<file path="src/twdl_pkg.sv">
package twdl_pkg;

	// lane sample component width, Q1.17
	localparam int DATA_W = 18;
	// twiddle component width, Q2.14
	localparam int TW_W = 16;
	// one lane per radix point, radix 5 at most
	localparam int LANES = 5;

	// fixed point rules for twiddles
	localparam int TW_FRAC = 14;
	localparam int TW_ONE = 16384;

	// in_valid to out_valid
	localparam int PIPE_LAT = 6;
	// in_valid to twiddles ready at the multiplier
	localparam int TW_LAT = 4;

	// wishbone side
	localparam int WB_DW = 32;
	localparam int ADR_W = 2;
	localparam int CNT_W = 16;

	// ctrl register layout, radix sits in bits 2:0
	localparam int CTRL_INV_BIT = 3;
	localparam int CTRL_UNITY_BIT = 4;

	typedef enum logic [2:0] {
		RADIX_2 = 3'd2,
		RADIX_3 = 3'd3,
		RADIX_4 = 3'd4,
		RADIX_5 = 3'd5
	} radix_e;

	// word addresses
	typedef enum logic [ADR_W-1:0] {
		CFG_CTRL = 2'd0,
		CFG_COUNT = 2'd1
	} cfg_addr_e;

endpackage

</file>
<file path="src/twdl_cfg_regs.sv">
`timescale 1ns/10ps

module twdl_cfg_regs (
	input logic clk,
	input logic rst_n,
	input logic wb_cyc,
	input logic wb_stb,
	input logic wb_we,
	input logic [twdl_pkg::ADR_W-1:0] wb_adr,
	input logic [twdl_pkg::WB_DW-1:0] wb_dat_i,
	input logic out_valid,
	output logic [twdl_pkg::WB_DW-1:0] wb_dat_o,
	output logic wb_ack,
	output twdl_pkg::radix_e radix,
	output logic inverse,
	output logic unity,
	output logic flush
);

	logic req;
	logic ctrl_wr;
	logic [twdl_pkg::CNT_W-1:0] count;

	// new request, ack not yet given
	assign req = wb_cyc && wb_stb && !wb_ack;
	assign ctrl_wr = req && wb_we && (wb_adr == twdl_pkg::CFG_CTRL);

	// single cycle ack, control fields, flush pulse, sample count
	always_ff @(posedge clk) begin
		if (!rst_n) begin
			wb_ack <= 1'b0;
			radix <= twdl_pkg::RADIX_4;
			inverse <= 1'b0;
			unity <= 1'b0;
			flush <= 1'b0;
			count <= '0;
		end else begin
			wb_ack <= req;
			flush <= ctrl_wr;
			if (ctrl_wr) begin
				// unsupported radix codes keep the old value
				if (wb_dat_i[2:0] >= 3'd2 && wb_dat_i[2:0] <= 3'd5)
					radix <= twdl_pkg::radix_e'(wb_dat_i[2:0]);
				inverse <= wb_dat_i[twdl_pkg::CTRL_INV_BIT];
				unity <= wb_dat_i[twdl_pkg::CTRL_UNITY_BIT];
			end
			if (out_valid)
				count <= count + 1'b1;
		end
	end

	// read data, registered along with the ack
	always_ff @(posedge clk) begin
		if (req) begin
			case (twdl_pkg::cfg_addr_e'(wb_adr))
				twdl_pkg::CFG_CTRL:
					wb_dat_o <= {{(twdl_pkg::WB_DW-5){1'b0}}, unity, inverse, radix};
				twdl_pkg::CFG_COUNT:
					wb_dat_o <= {{(twdl_pkg::WB_DW-twdl_pkg::CNT_W){1'b0}}, count};
				default:
					wb_dat_o <= '0;
			endcase
		end
	end

endmodule

</file>
<file path="config.mk">
export PLATFORM = sky130hd
export DESIGN_NAME = twdl_cfg_regs
export DESIGN_NICKNAME = d
export VERILOG_FILES = /design/src/twdl_pkg.sv /design/src/twdl_cfg_regs.sv
export SDC_FILE = /design/constraint.sdc
export NUM_CORES = 1
export LEC_CHECK = 0
export ABC_AREA = 1
export CAP_MARGIN = 10
export CORE_MARGIN = 4
export CORE_UTILIZATION = 40
export DETAILED_ROUTE_END_ITERATION = 16
export DONT_BUFFER_PORTS = 1
export PLACE_DENSITY = 0.61
export SLEW_MARGIN = 0
export SYNTH_ARGS = -nofsm -noshare
export SYNTH_HDL_FRONTEND = slang
export SYNTH_SLANG_ARGS = --single-unit
export TNS_END_PERCENT = 20
</file>
<file path="constraint.sdc">
create_clock -name clk -period 1.25 [get_ports clk]
set_input_delay 0.125 -clock clk [delete_from_list [all_inputs] [get_ports clk]]
set_output_delay 0.125 -clock clk [all_outputs]
set_load 0.005 [all_outputs]
</file>
==> summary.txt <==
Status
  • Status: complete, but fails checks
  • Failing checks: negative hold slack

Floorplanning
  • Die Width: 76.4 µm
  • Die ar.: 0.00583 mm²
  • Initial core utilization: 42.1%
  • Core area: 0.00444 mm²
  • IO Count: 79
  • Core Rows: 24
  • Die Ht: 76.4 µm

Clock network
  • Clock transition at path regs: 0.08 ns
  • Hold buffer count at CTS: 2
  • CTS tree: done
  • Clk sinks: 39
  • Clock Latency Late Sink: 0.28 ns
  • Clock buffer depth: 2
  • CTS root buf: clkbuf_8
  • Total CTS buffers: 5
  • H-tree Lvls: 2

Logic synthesis
  • Synthesized cell area: 0.00187 mm²
  • Post-synthesis sequential area ratio: 50.3%
  • Syn. warnings: 0
  • Synthesized area per cell: 8.20 µm²
  • Post-Syn Instances: 228
  • Synthesis-stage register bit count: 39
  • Yosys cell types: 24

Global route
  • Total Routing Usage GR: 12.1%
  • Number of global-route vias before repair: 1232
  • Initial antenna violation count: 0
  • Largest net degree at the start of global routing: 19
  • Grt ovf: 0
  • First-pass GRT wire length: 5.71 mm

STA
  • Fmax: 845 MHz
  • Clk_skew: 0.00591 ns
  • Final min period: 1.18 ns
  • Final Hold Fails: 17
  • RSZ-0062 raised after global routing: yes
  • Setup slack after layout: 0.0665 ns
  • Slew Viols, Final: 0
  • Setup Total Neg Slack: 0 ns
  • Worst hold margin: -0.0714 ns
  • Share of the clock period used by the worst path: 94.7%
  • Final setup viols: 0

Layout
  • Fin nets: 279
  • Diodes inserted: 0
  • Layout Utilization: 46.5%
  • Most common cell after layout, fill and taps aside: nand2_1
  • Commonest non-fill, non-tap cells in the layout: nand2_1 (42), nor2_1 (38), inv_1 (30)
  • Finished Cell Area: 0.00207 mm²
  • Fillers: 430
  • Share of cells above drive strength 1: 13.4%
  • Fin cells: 291
  • Synth-to-layout area growth: 10.5%

Placed design
  • Routability cong.: 0.785
  • Worst slack, placed: 0.000128 ns
  • Placed insts: 280
  • DP HPWL: 2.44 mm
  • Port bufs: 0
  • Placed Area: 0.00190 mm²

Critical path
  • Startpoint types: flop
  • Crit path DAT: 1.37 ns
  • Max FO, Critical Path: 7
  • Max stage delay on crit path: 0.36 ns
  • Slowest cell on the critical path: dfxtp_2
  • Crit path kind: flop to flop
  • Req. time, crit path: 1.44 ns
  • Cells along the critical path: ha_4 > nand3_4 > nor2_4 > nand2_2 > o21ai_1 > nor2_1
  • CP top delay family: simple AND/OR/NAND/NOR gates
  • Worst path buffer plus inverter count: 0
  • Crit end category: flop

Power and ir drop
  • Peak supply drop: 387 µV
  • Leakage: 0.796 nW
  • PwrDens: 1210 mW/mm²
  • Power consumption: 2.50 mW

Flow run
  • Max-cap violations: 0

Routing
  • DR DRC count: 0
  • Drt wl/cell: 11.3 µm
  • Via density: 4.56
  • Initial drt markers: 75
  • DRT Wirelength: 3.29 mm
  • Post-route ant nets: 0
  • Vias: 1327
  • Pre-antenna DRT Iters: 4

Worst hold path
  • Hold Crit Class: primary input to flop
[synthesized netlist by cell type]
cell type,instances,area [µm²]
nand3_2,2,20.0
nand2_1,42,158
nand3_1,14,70.1
nand2_2,2,12.5
nor3_1,2,10.0
buf_4,17,128
inv_1,30,113
conb_1,1,3.75
a21oi_1,7,35.0
nor3b_2,1,12.5
nor2_2,2,12.5
clkbuf_1,1,3.75
o21ai_0,12,60.1
buf_2,2,10.0
ha_1,1,12.5
a31oi_1,1,6.26
inv_2,1,3.75
nor2_1,38,143
xor2_1,1,8.76
edfxtp_1,16,480
nand4_1,5,31.3
dfxtp_1,23,460
o211ai_1,1,7.51
nor2_4,6,67.6
[per-layer routing]
layer	global-route usage [%]	vias to the layer above	share of wire, %	wire, µm
met5	0	-	0	0
met4	6.34	0	1.4	47
met3	2.96	4	5.1	169
met2	18.3	46	45	1480
met1	16.1	565	48	1590
li1	-	712	-	-
[layout make-up]
cell class / instances / area (µm²) / area share, %
Sequential cell: 39 / 945 / 45.7
Clock buffer: 5 / 68.8 / 3.33
Tap cell: 52 / 65.1 / 3.15
Inverter: 31 / 116 / 5.63
Clock inverter: 3 / 38.8 / 1.88
Timing Repair Buffer: 8 / 81.3 / 3.94
Multi-Input combinational cell: 153 / 751 / 36.3
[sequential cells by signal (all words and copies together), names as in the netlist]
register  cells
count        16
flush         1
inverse       1
radix         3
unity         1
wb_ack        1
wb_dat_o     16
[where the power goes]
part	internal, mW	switching (mW)
Combinational	0.0436	0.0715
Clock	0.584	0.429
Sequential	1.35	0.0179
Total	1.98	0.519
[worst reg2reg max path: stages (launching register included)]
cell and delay, ns:
dfxtp_2 0.36, ha_4 0.15, nand3_4 0.08, nor2_4 0.20, nand2_2 0.11, o21ai_1 0.13, nor2_1 0.05
[cell families (layout without fill, tap and decap cells)]
logic type	Yosys count	count (layout)	synth area share, %
compound gates	21	21	5.82
buf+inv	51	47	13.8
xor+xnor	1	1	0.469
flops	39	39	50.3
other cells	1	16	0.201
fa+ha+maj	1	1	0.669
simple gates	114	114	28.7
[final timing paths]
path | start | to | slack, ns | depth (start not counted)
max reg2reg | count[0]$_SDFFE_PN0P_ | count[6]$_SDFFE_PN0P_ | 0.07 | 6
max | count[0]$_SDFFE_PN0P_ | count[6]$_SDFFE_PN0P_ | 0.07 | 6
min reg2reg | radix[1]$_SDFFE_PN0P_ | radix[1]$_SDFFE_PN0P_ | 0.50 | 2
min | rst_n | radix[2]$_SDFFE_PN1P_ | -0.07 | 1
[repair_timing]
| action | 4_1_cts | 5_1_grt |
|---|---|---|
| pin swaps | 1 | 2 |
| setup endpoints to repair | 2 | 6 |
| setup buffers | 1 | 0 |
| hold endpoints to repair | 19 | 14 |
| resized for setup | 5 | 6 |
(Power assumes the default switching activity.)
