`config.mk`:
```
export PLATFORM = sky130hd
export DESIGN_NAME = lane_fifo_flat
export DESIGN_NICKNAME = d
export VERILOG_FILES = /design/src/twdl_pkg.sv /design/src/twdl_bus_if.sv /design/src/lane_fifo.sv /design/src/flat_wrapper.sv
export SDC_FILE = /design/constraint.sdc
export NUM_CORES = 1
export LEC_CHECK = 0
export ABC_AREA = 1
export BUFFER_PORTS_ARGS = -buffer_cell sky130_fd_sc_hd__buf_2
export CORE_MARGIN = 5
export CORE_UTILIZATION = 48
export CTS_CLUSTER_DIAMETER = 50
export DETAILED_ROUTE_END_ITERATION = 10
export GPL_TIMING_DRIVEN = 1
export PLACE_DENSITY_LB_ADDON = 0.1
export SKIP_CTS_REPAIR_TIMING = 1
export SYNTH_ARGS = -nofsm -noshare
export SYNTH_HDL_FRONTEND = slang
export SYNTH_SLANG_ARGS = --single-unit
```
`constraint.sdc`:
```
create_clock -name clk -period 10.5 [get_ports clk]
set_input_delay 0.525 -clock clk [delete_from_list [all_inputs] [get_ports clk]]
set_output_delay 0.525 -clock clk [all_outputs]
set_load 0.02 [all_outputs]
```
`src/twdl_pkg.sv`:
```
package twdl_pkg;

	// lane sample component width, Q1.17
	localparam int DATA_W = 18;
	// twiddle component width, Q2.14
	localparam int TW_W = 16;
	// one lane per radix point, radix 5 at most
	localparam int LANES = 5;

	// fixed point rules for twiddles
	localparam int TW_FRAC = 14;
	localparam int TW_ONE = 16384;

	// in_valid to out_valid
	localparam int PIPE_LAT = 6;
	// in_valid to twiddles ready at the multiplier
	localparam int TW_LAT = 4;

	// wishbone side
	localparam int WB_DW = 32;
	localparam int ADR_W = 2;
	localparam int CNT_W = 16;

	// ctrl register layout, radix sits in bits 2:0
	localparam int CTRL_INV_BIT = 3;
	localparam int CTRL_UNITY_BIT = 4;

	typedef enum logic [2:0] {
		RADIX_2 = 3'd2,
		RADIX_3 = 3'd3,
		RADIX_4 = 3'd4,
		RADIX_5 = 3'd5
	} radix_e;

	// word addresses
	typedef enum logic [ADR_W-1:0] {
		CFG_CTRL = 2'd0,
		CFG_COUNT = 2'd1
	} cfg_addr_e;

endpackage

```
`src/twdl_bus_if.sv`:
```
`timescale 1ns/10ps

interface twdl_bus_if #(
	parameter int DATA_W = twdl_pkg::DATA_W,
	parameter int TW_W = twdl_pkg::TW_W
);

	// twiddle powers W^1..W^4, no entry for lane 0
	logic tw_valid;
	logic signed [TW_W-1:0] tw_re [1:twdl_pkg::LANES-1];
	logic signed [TW_W-1:0] tw_im [1:twdl_pkg::LANES-1];

	// lane samples read back from the fifo, aligned with the twiddles
	logic smp_valid;
	logic signed [DATA_W-1:0] smp_re [0:twdl_pkg::LANES-1];
	logic signed [DATA_W-1:0] smp_im [0:twdl_pkg::LANES-1];

	// power generator side
	modport gen (
		output tw_valid, tw_re, tw_im
	);

	// fifo read side
	modport fifo (
		output smp_valid, smp_re, smp_im
	);

	// multiplier takes both
	modport mul (
		input tw_valid, tw_re, tw_im, smp_valid, smp_re, smp_im
	);

endinterface

```
`src/lane_fifo.sv`:
```
`timescale 1ns/10ps

module lane_fifo #(
	parameter int DATA_W = twdl_pkg::DATA_W,
	parameter int DEPTH = 8
) (
	input logic clk,
	input logic rst_n,
	input logic wr,
	input logic signed [DATA_W-1:0] wr_re [0:twdl_pkg::LANES-1],
	input logic signed [DATA_W-1:0] wr_im [0:twdl_pkg::LANES-1],
	input logic rd,
	input logic flush,
	twdl_bus_if.fifo bus
);

	localparam int PTR_W = (DEPTH > 1) ? $clog2(DEPTH) : 1;

	// one word holds all five lanes
	logic signed [DATA_W-1:0] mem_re [0:DEPTH-1][0:twdl_pkg::LANES-1];
	logic signed [DATA_W-1:0] mem_im [0:DEPTH-1][0:twdl_pkg::LANES-1];
	logic [PTR_W-1:0] wr_ptr;
	logic [PTR_W-1:0] rd_ptr;

	// pointers, wrap at DEPTH
	always_ff @(posedge clk) begin
		if (!rst_n || flush) begin
			wr_ptr <= '0;
			rd_ptr <= '0;
		end else begin
			if (wr)
				wr_ptr <= (wr_ptr == PTR_W'(DEPTH-1)) ? '0 : wr_ptr + 1'b1;
			if (rd)
				rd_ptr <= (rd_ptr == PTR_W'(DEPTH-1)) ? '0 : rd_ptr + 1'b1;
		end
	end

	// storage write
	always_ff @(posedge clk) begin
		if (wr) begin
			for (int k = 0; k < twdl_pkg::LANES; k++) begin
				mem_re[wr_ptr][k] <= wr_re[k];
				mem_im[wr_ptr][k] <= wr_im[k];
			end
		end
	end

	// read valid, one edge after the request
	always_ff @(posedge clk) begin
		if (!rst_n)
			bus.smp_valid <= 1'b0;
		else
			bus.smp_valid <= rd && !flush;
	end

	// registered read data
	always_ff @(posedge clk) begin
		if (rd) begin
			for (int k = 0; k < twdl_pkg::LANES; k++) begin
				bus.smp_re[k] <= mem_re[rd_ptr][k];
				bus.smp_im[k] <= mem_im[rd_ptr][k];
			end
		end
	end

endmodule

```
`src/flat_wrapper.sv`:
```
// flat-port wrapper written by rule: the top's interface ports become plain ports
module lane_fifo_flat 
#(
	parameter int DATA_W = twdl_pkg::DATA_W,
	parameter int DEPTH = 8
)
  (clk, rst_n, wr, wr_re, wr_im, rd, flush, bus_smp_valid, bus_smp_re, bus_smp_im);
  twdl_bus_if #(.DATA_W(DATA_W)) bus_i ();
  input logic clk;
  input logic rst_n;
  input logic wr;
  input logic signed [DATA_W-1:0] wr_re[0:twdl_pkg::LANES-1];
  input logic signed [DATA_W-1:0] wr_im[0:twdl_pkg::LANES-1];
  input logic rd;
  input logic flush;
  output wire logic [$bits(bus_i.smp_valid)-1:0] bus_smp_valid;
  output wire logic [$bits(bus_i.smp_re)-1:0] bus_smp_re;
  output wire logic [$bits(bus_i.smp_im)-1:0] bus_smp_im;
  assign bus_smp_valid = bus_i.smp_valid;
  assign bus_smp_re = {>>{bus_i.smp_re}};
  assign bus_smp_im = {>>{bus_i.smp_im}};
  lane_fifo #(.DATA_W(DATA_W), .DEPTH(DEPTH)) u_core (.clk(clk), .rst_n(rst_n), .wr(wr), .wr_re(wr_re), .wr_im(wr_im), .rd(rd), .flush(flush), .bus(bus_i));
endmodule
```
==> metrics <==
CP max stage cell buf_4; Top Ports 366; Worst R2R Start u_core.rd_ptr[0]; Cell Rows 138; worst r2r dst u_core.bus.smp_im[36]; WHS Path Cells 1; RSZ-0062 raised after global routing false; worst hold path class in2reg; Gate Count Post-Synth 6448; IO Port Bufs 365; final instance area 78500 um2; first-pass GRT wire length 244000 um; max_cap viols 0; Initial Util 48.2%; GPL Wtd Cong 0.745; GR Util All Layers 21.1%; commonest non-fill, non-tap cell in the layout nand2_1; multiplexer share of the synthesized area 0%; Synth Area in Compound Gates 0.0551%; Place WS 6.29 ns; XOR/XNOR Fraction of Synth Area 0%; clock sinks 1627; critical path class reg2reg; setup slack after layout 6.22 ns; Crit. Startpoint u_core.rd_ptr[0]; worst-margin pin slew 1.19 ns; Max stage delay on crit path 0.98 ns; Synth warnings 0; largest family of logic cells by synthesized area simple AND/OR/NAND/NOR gates; Filler cells 12200; sw frac 22.1%; final max-slew violation count 0; crit end category flip-flop; Clk pwr share 42.0%; CTS buffer count 178; power density cells 179 nW/um2; crit path max fanout 192; critical hold path startpoint wr_re[24]; commonest non-fill, non-tap cells in the layout 2348 x nand2_1, 1620 x edfxtp_1, 1446 x inv_1; worst path arrival time 4.81 ns; die width 387 um; Area after DPL 71600 um2; max frequency 234 MHz; simple-gate portion of the synthesized area 18.3%; die area 150000 um2; Area Overhead vs Synth 15.3%; combinational fraction of design power 5.5%; Detail Route Antenna Nets 0; nature of the critical path startpoint flip-flop; share of layout cells above drive strength 1 9.65%; Pleak 35.2 nW; Required @ worst endpoint 11.03 ns; TritonCTS clock tree yes; Internal Dissipation 11.0 mW; sequential power share 52.5%; post-synthesis adder-cell area fraction 0.0734%; final wirelength 161000 um; CTS max path bufs 3; number of global-route vias before repair 40600; Max VDD drop 0.134 mV; via count of the routed design 43000; Reg clk slew, reported paths 0.06 ns; Min-Delay Endpoint u_core.mem_re[4][24]; reg2reg setup slack 6.22 ns; Worst Reg-to-Reg Cells 8; synthesized cell area 68100 um2; CTS H-tree depth 4; Worst path most repeated cell nand2_1; CORE AREA 141000 um2; router iterations before antenna repair 6; largest net degree at the start of global routing 217; Final setup viols 0; initial antenna violation count 29; Final min period 4.28 ns; post-DR wirelength/cell 18.0 um; hpwl dp 79700 um; Iter 0 DRT Violations 2776; GRT Residual Overflow 0; Yosys reg bits 1627; worst path cell trace buf_12 > buf_4 > buf_4 > nand2_1 > nand3_1 > nand2_1 > nand2_1 > nand2_1; Avg Cell Area, Syn 10.6 um2; final period utilization 40.7%; DRC violations left 0; status completed; placed cells 8480; Vias per Instance 4.80; Synth Net Count 6637; max_slew headroom 20.9%; fin nets 7094; clock root cell clkbuf_16; post-route insts no fill 8957; clk_skew 0.0281 ns; die height 387 um; switching pwr 3.11 mW; post-route setup TNS 0 ns; Final Hold Fails 0; worst-skew pair later-pin latency 0.80 ns; post-synthesis sequential area ratio 71.6%; Yosys cell types 16
cell families (layout without fill, tap and decap cells):
logic type,count (synthesis),in the layout
flip-flops,1627,1627
AO/OA/AOI/OAI,6,6
adder cells (fa/ha/maj),4,4
buffers and inverters,1726,2328
other,0,17
AND/OR/NAND/NOR,3085,3085
layout make-up:
cell class                      instances  area (um2)  share of cell area [%]
Multi-Input combinational cell       3095       12600                    16.1
Tap cell                             1890        2360                    3.01
Clock buffer                          220        4740                    6.03
Antenna cell                           17        42.5                  0.0542
Sequential cell                      1627       48800                    62.1
Clock inverter                        105         803                    1.02
Inverter                             1449        5460                    6.95
Timing Repair Buffer                  554        3690                    4.70
critical path: cells and delay by family (launching register included):
kind / cells / cell delay (ns)
and+or+nand+nor: 5 / 0.46
DFF: 1 / 0.68
buffers and inverters: 3 / 2.53
layer usage:
metal,vias up,wire [um],part of all wire (%),GRT usage (%)
met5,-,124,0.077,0
met4,20,3500,2.2,5.96
met3,255,9130,5.7,4.56
met2,926,76700,48,34.8
met1,20600,71500,44,28.6
li1,21200,-,-,-
cells in the mapped netlist:
master / count / area (um2)
nand2_1: 2348 / 8810
edfxtp_1: 1620 / 48600
inv_1: 1446 / 5430
nand3_1: 722 / 3610
buf_2: 214 / 1070
clkbuf_1: 30 / 113
buf_1: 23 / 86.3
nor2_1: 13 / 48.8
buf_4: 10 / 75.1
dfxtp_1: 7 / 140
ha_1: 4 / 50.1
a211oi_1: 3 / 22.5
a21oi_1: 3 / 15.0
inv_2: 3 / 11.3
nor3_1: 1 / 5.00
or2_2: 1 / 6.26
power groups by stage:
stage	registers [mW]	logic [mW]	clock network (mW)
CTS	7.39	0.749	6.05
finish	7.39	0.781	5.91
global placement	7.52	0.736	0
detailed placement	7.52	0.745	0
global route	7.40	0.876	6.32
floorplan	7.60	0.357	0
registers in the layout, summed over array words and instances, names as in the netlist:
name	cells
u_core.rd_ptr	3
u_core.bus.smp_im	90
u_core.mem_im	720
u_core.wr_ptr	3
u_core.mem_re	720
u_core.bus.smp_valid	1
u_core.bus.smp_re	90
through the flow:
step / util (%) / power [mW] / hold slack, ns
final: 55.6 / 14.1 / 0.0192
after CTS: 54.6 / 14.2 / -0.0899
after floorplan: - / 7.96 / 0.500
after global routing: 55.6 / 14.6 / 0.000190
after detailed placement: 50.7 / 8.27 / 0.541
after global placement: 50.7 / 8.26 / 0.532
worst max-delay path by stage:
stage / depth (start not counted) / endpoint / slack (ns)
after floorplan: 3 / u_core.mem_im[0][0] / 1.39
after global placement: 8 / u_core.bus.smp_im[26] / 6.38
after detailed placement: 8 / u_core.bus.smp_im[36] / 6.29
after CTS: 8 / u_core.bus.smp_im[36] / 6.27
after global routing: 8 / u_core.bus.smp_re[66] / 5.89
final: 8 / u_core.bus.smp_im[36] / 6.22
No activity file was read; power rests on OpenSTA's default activity.
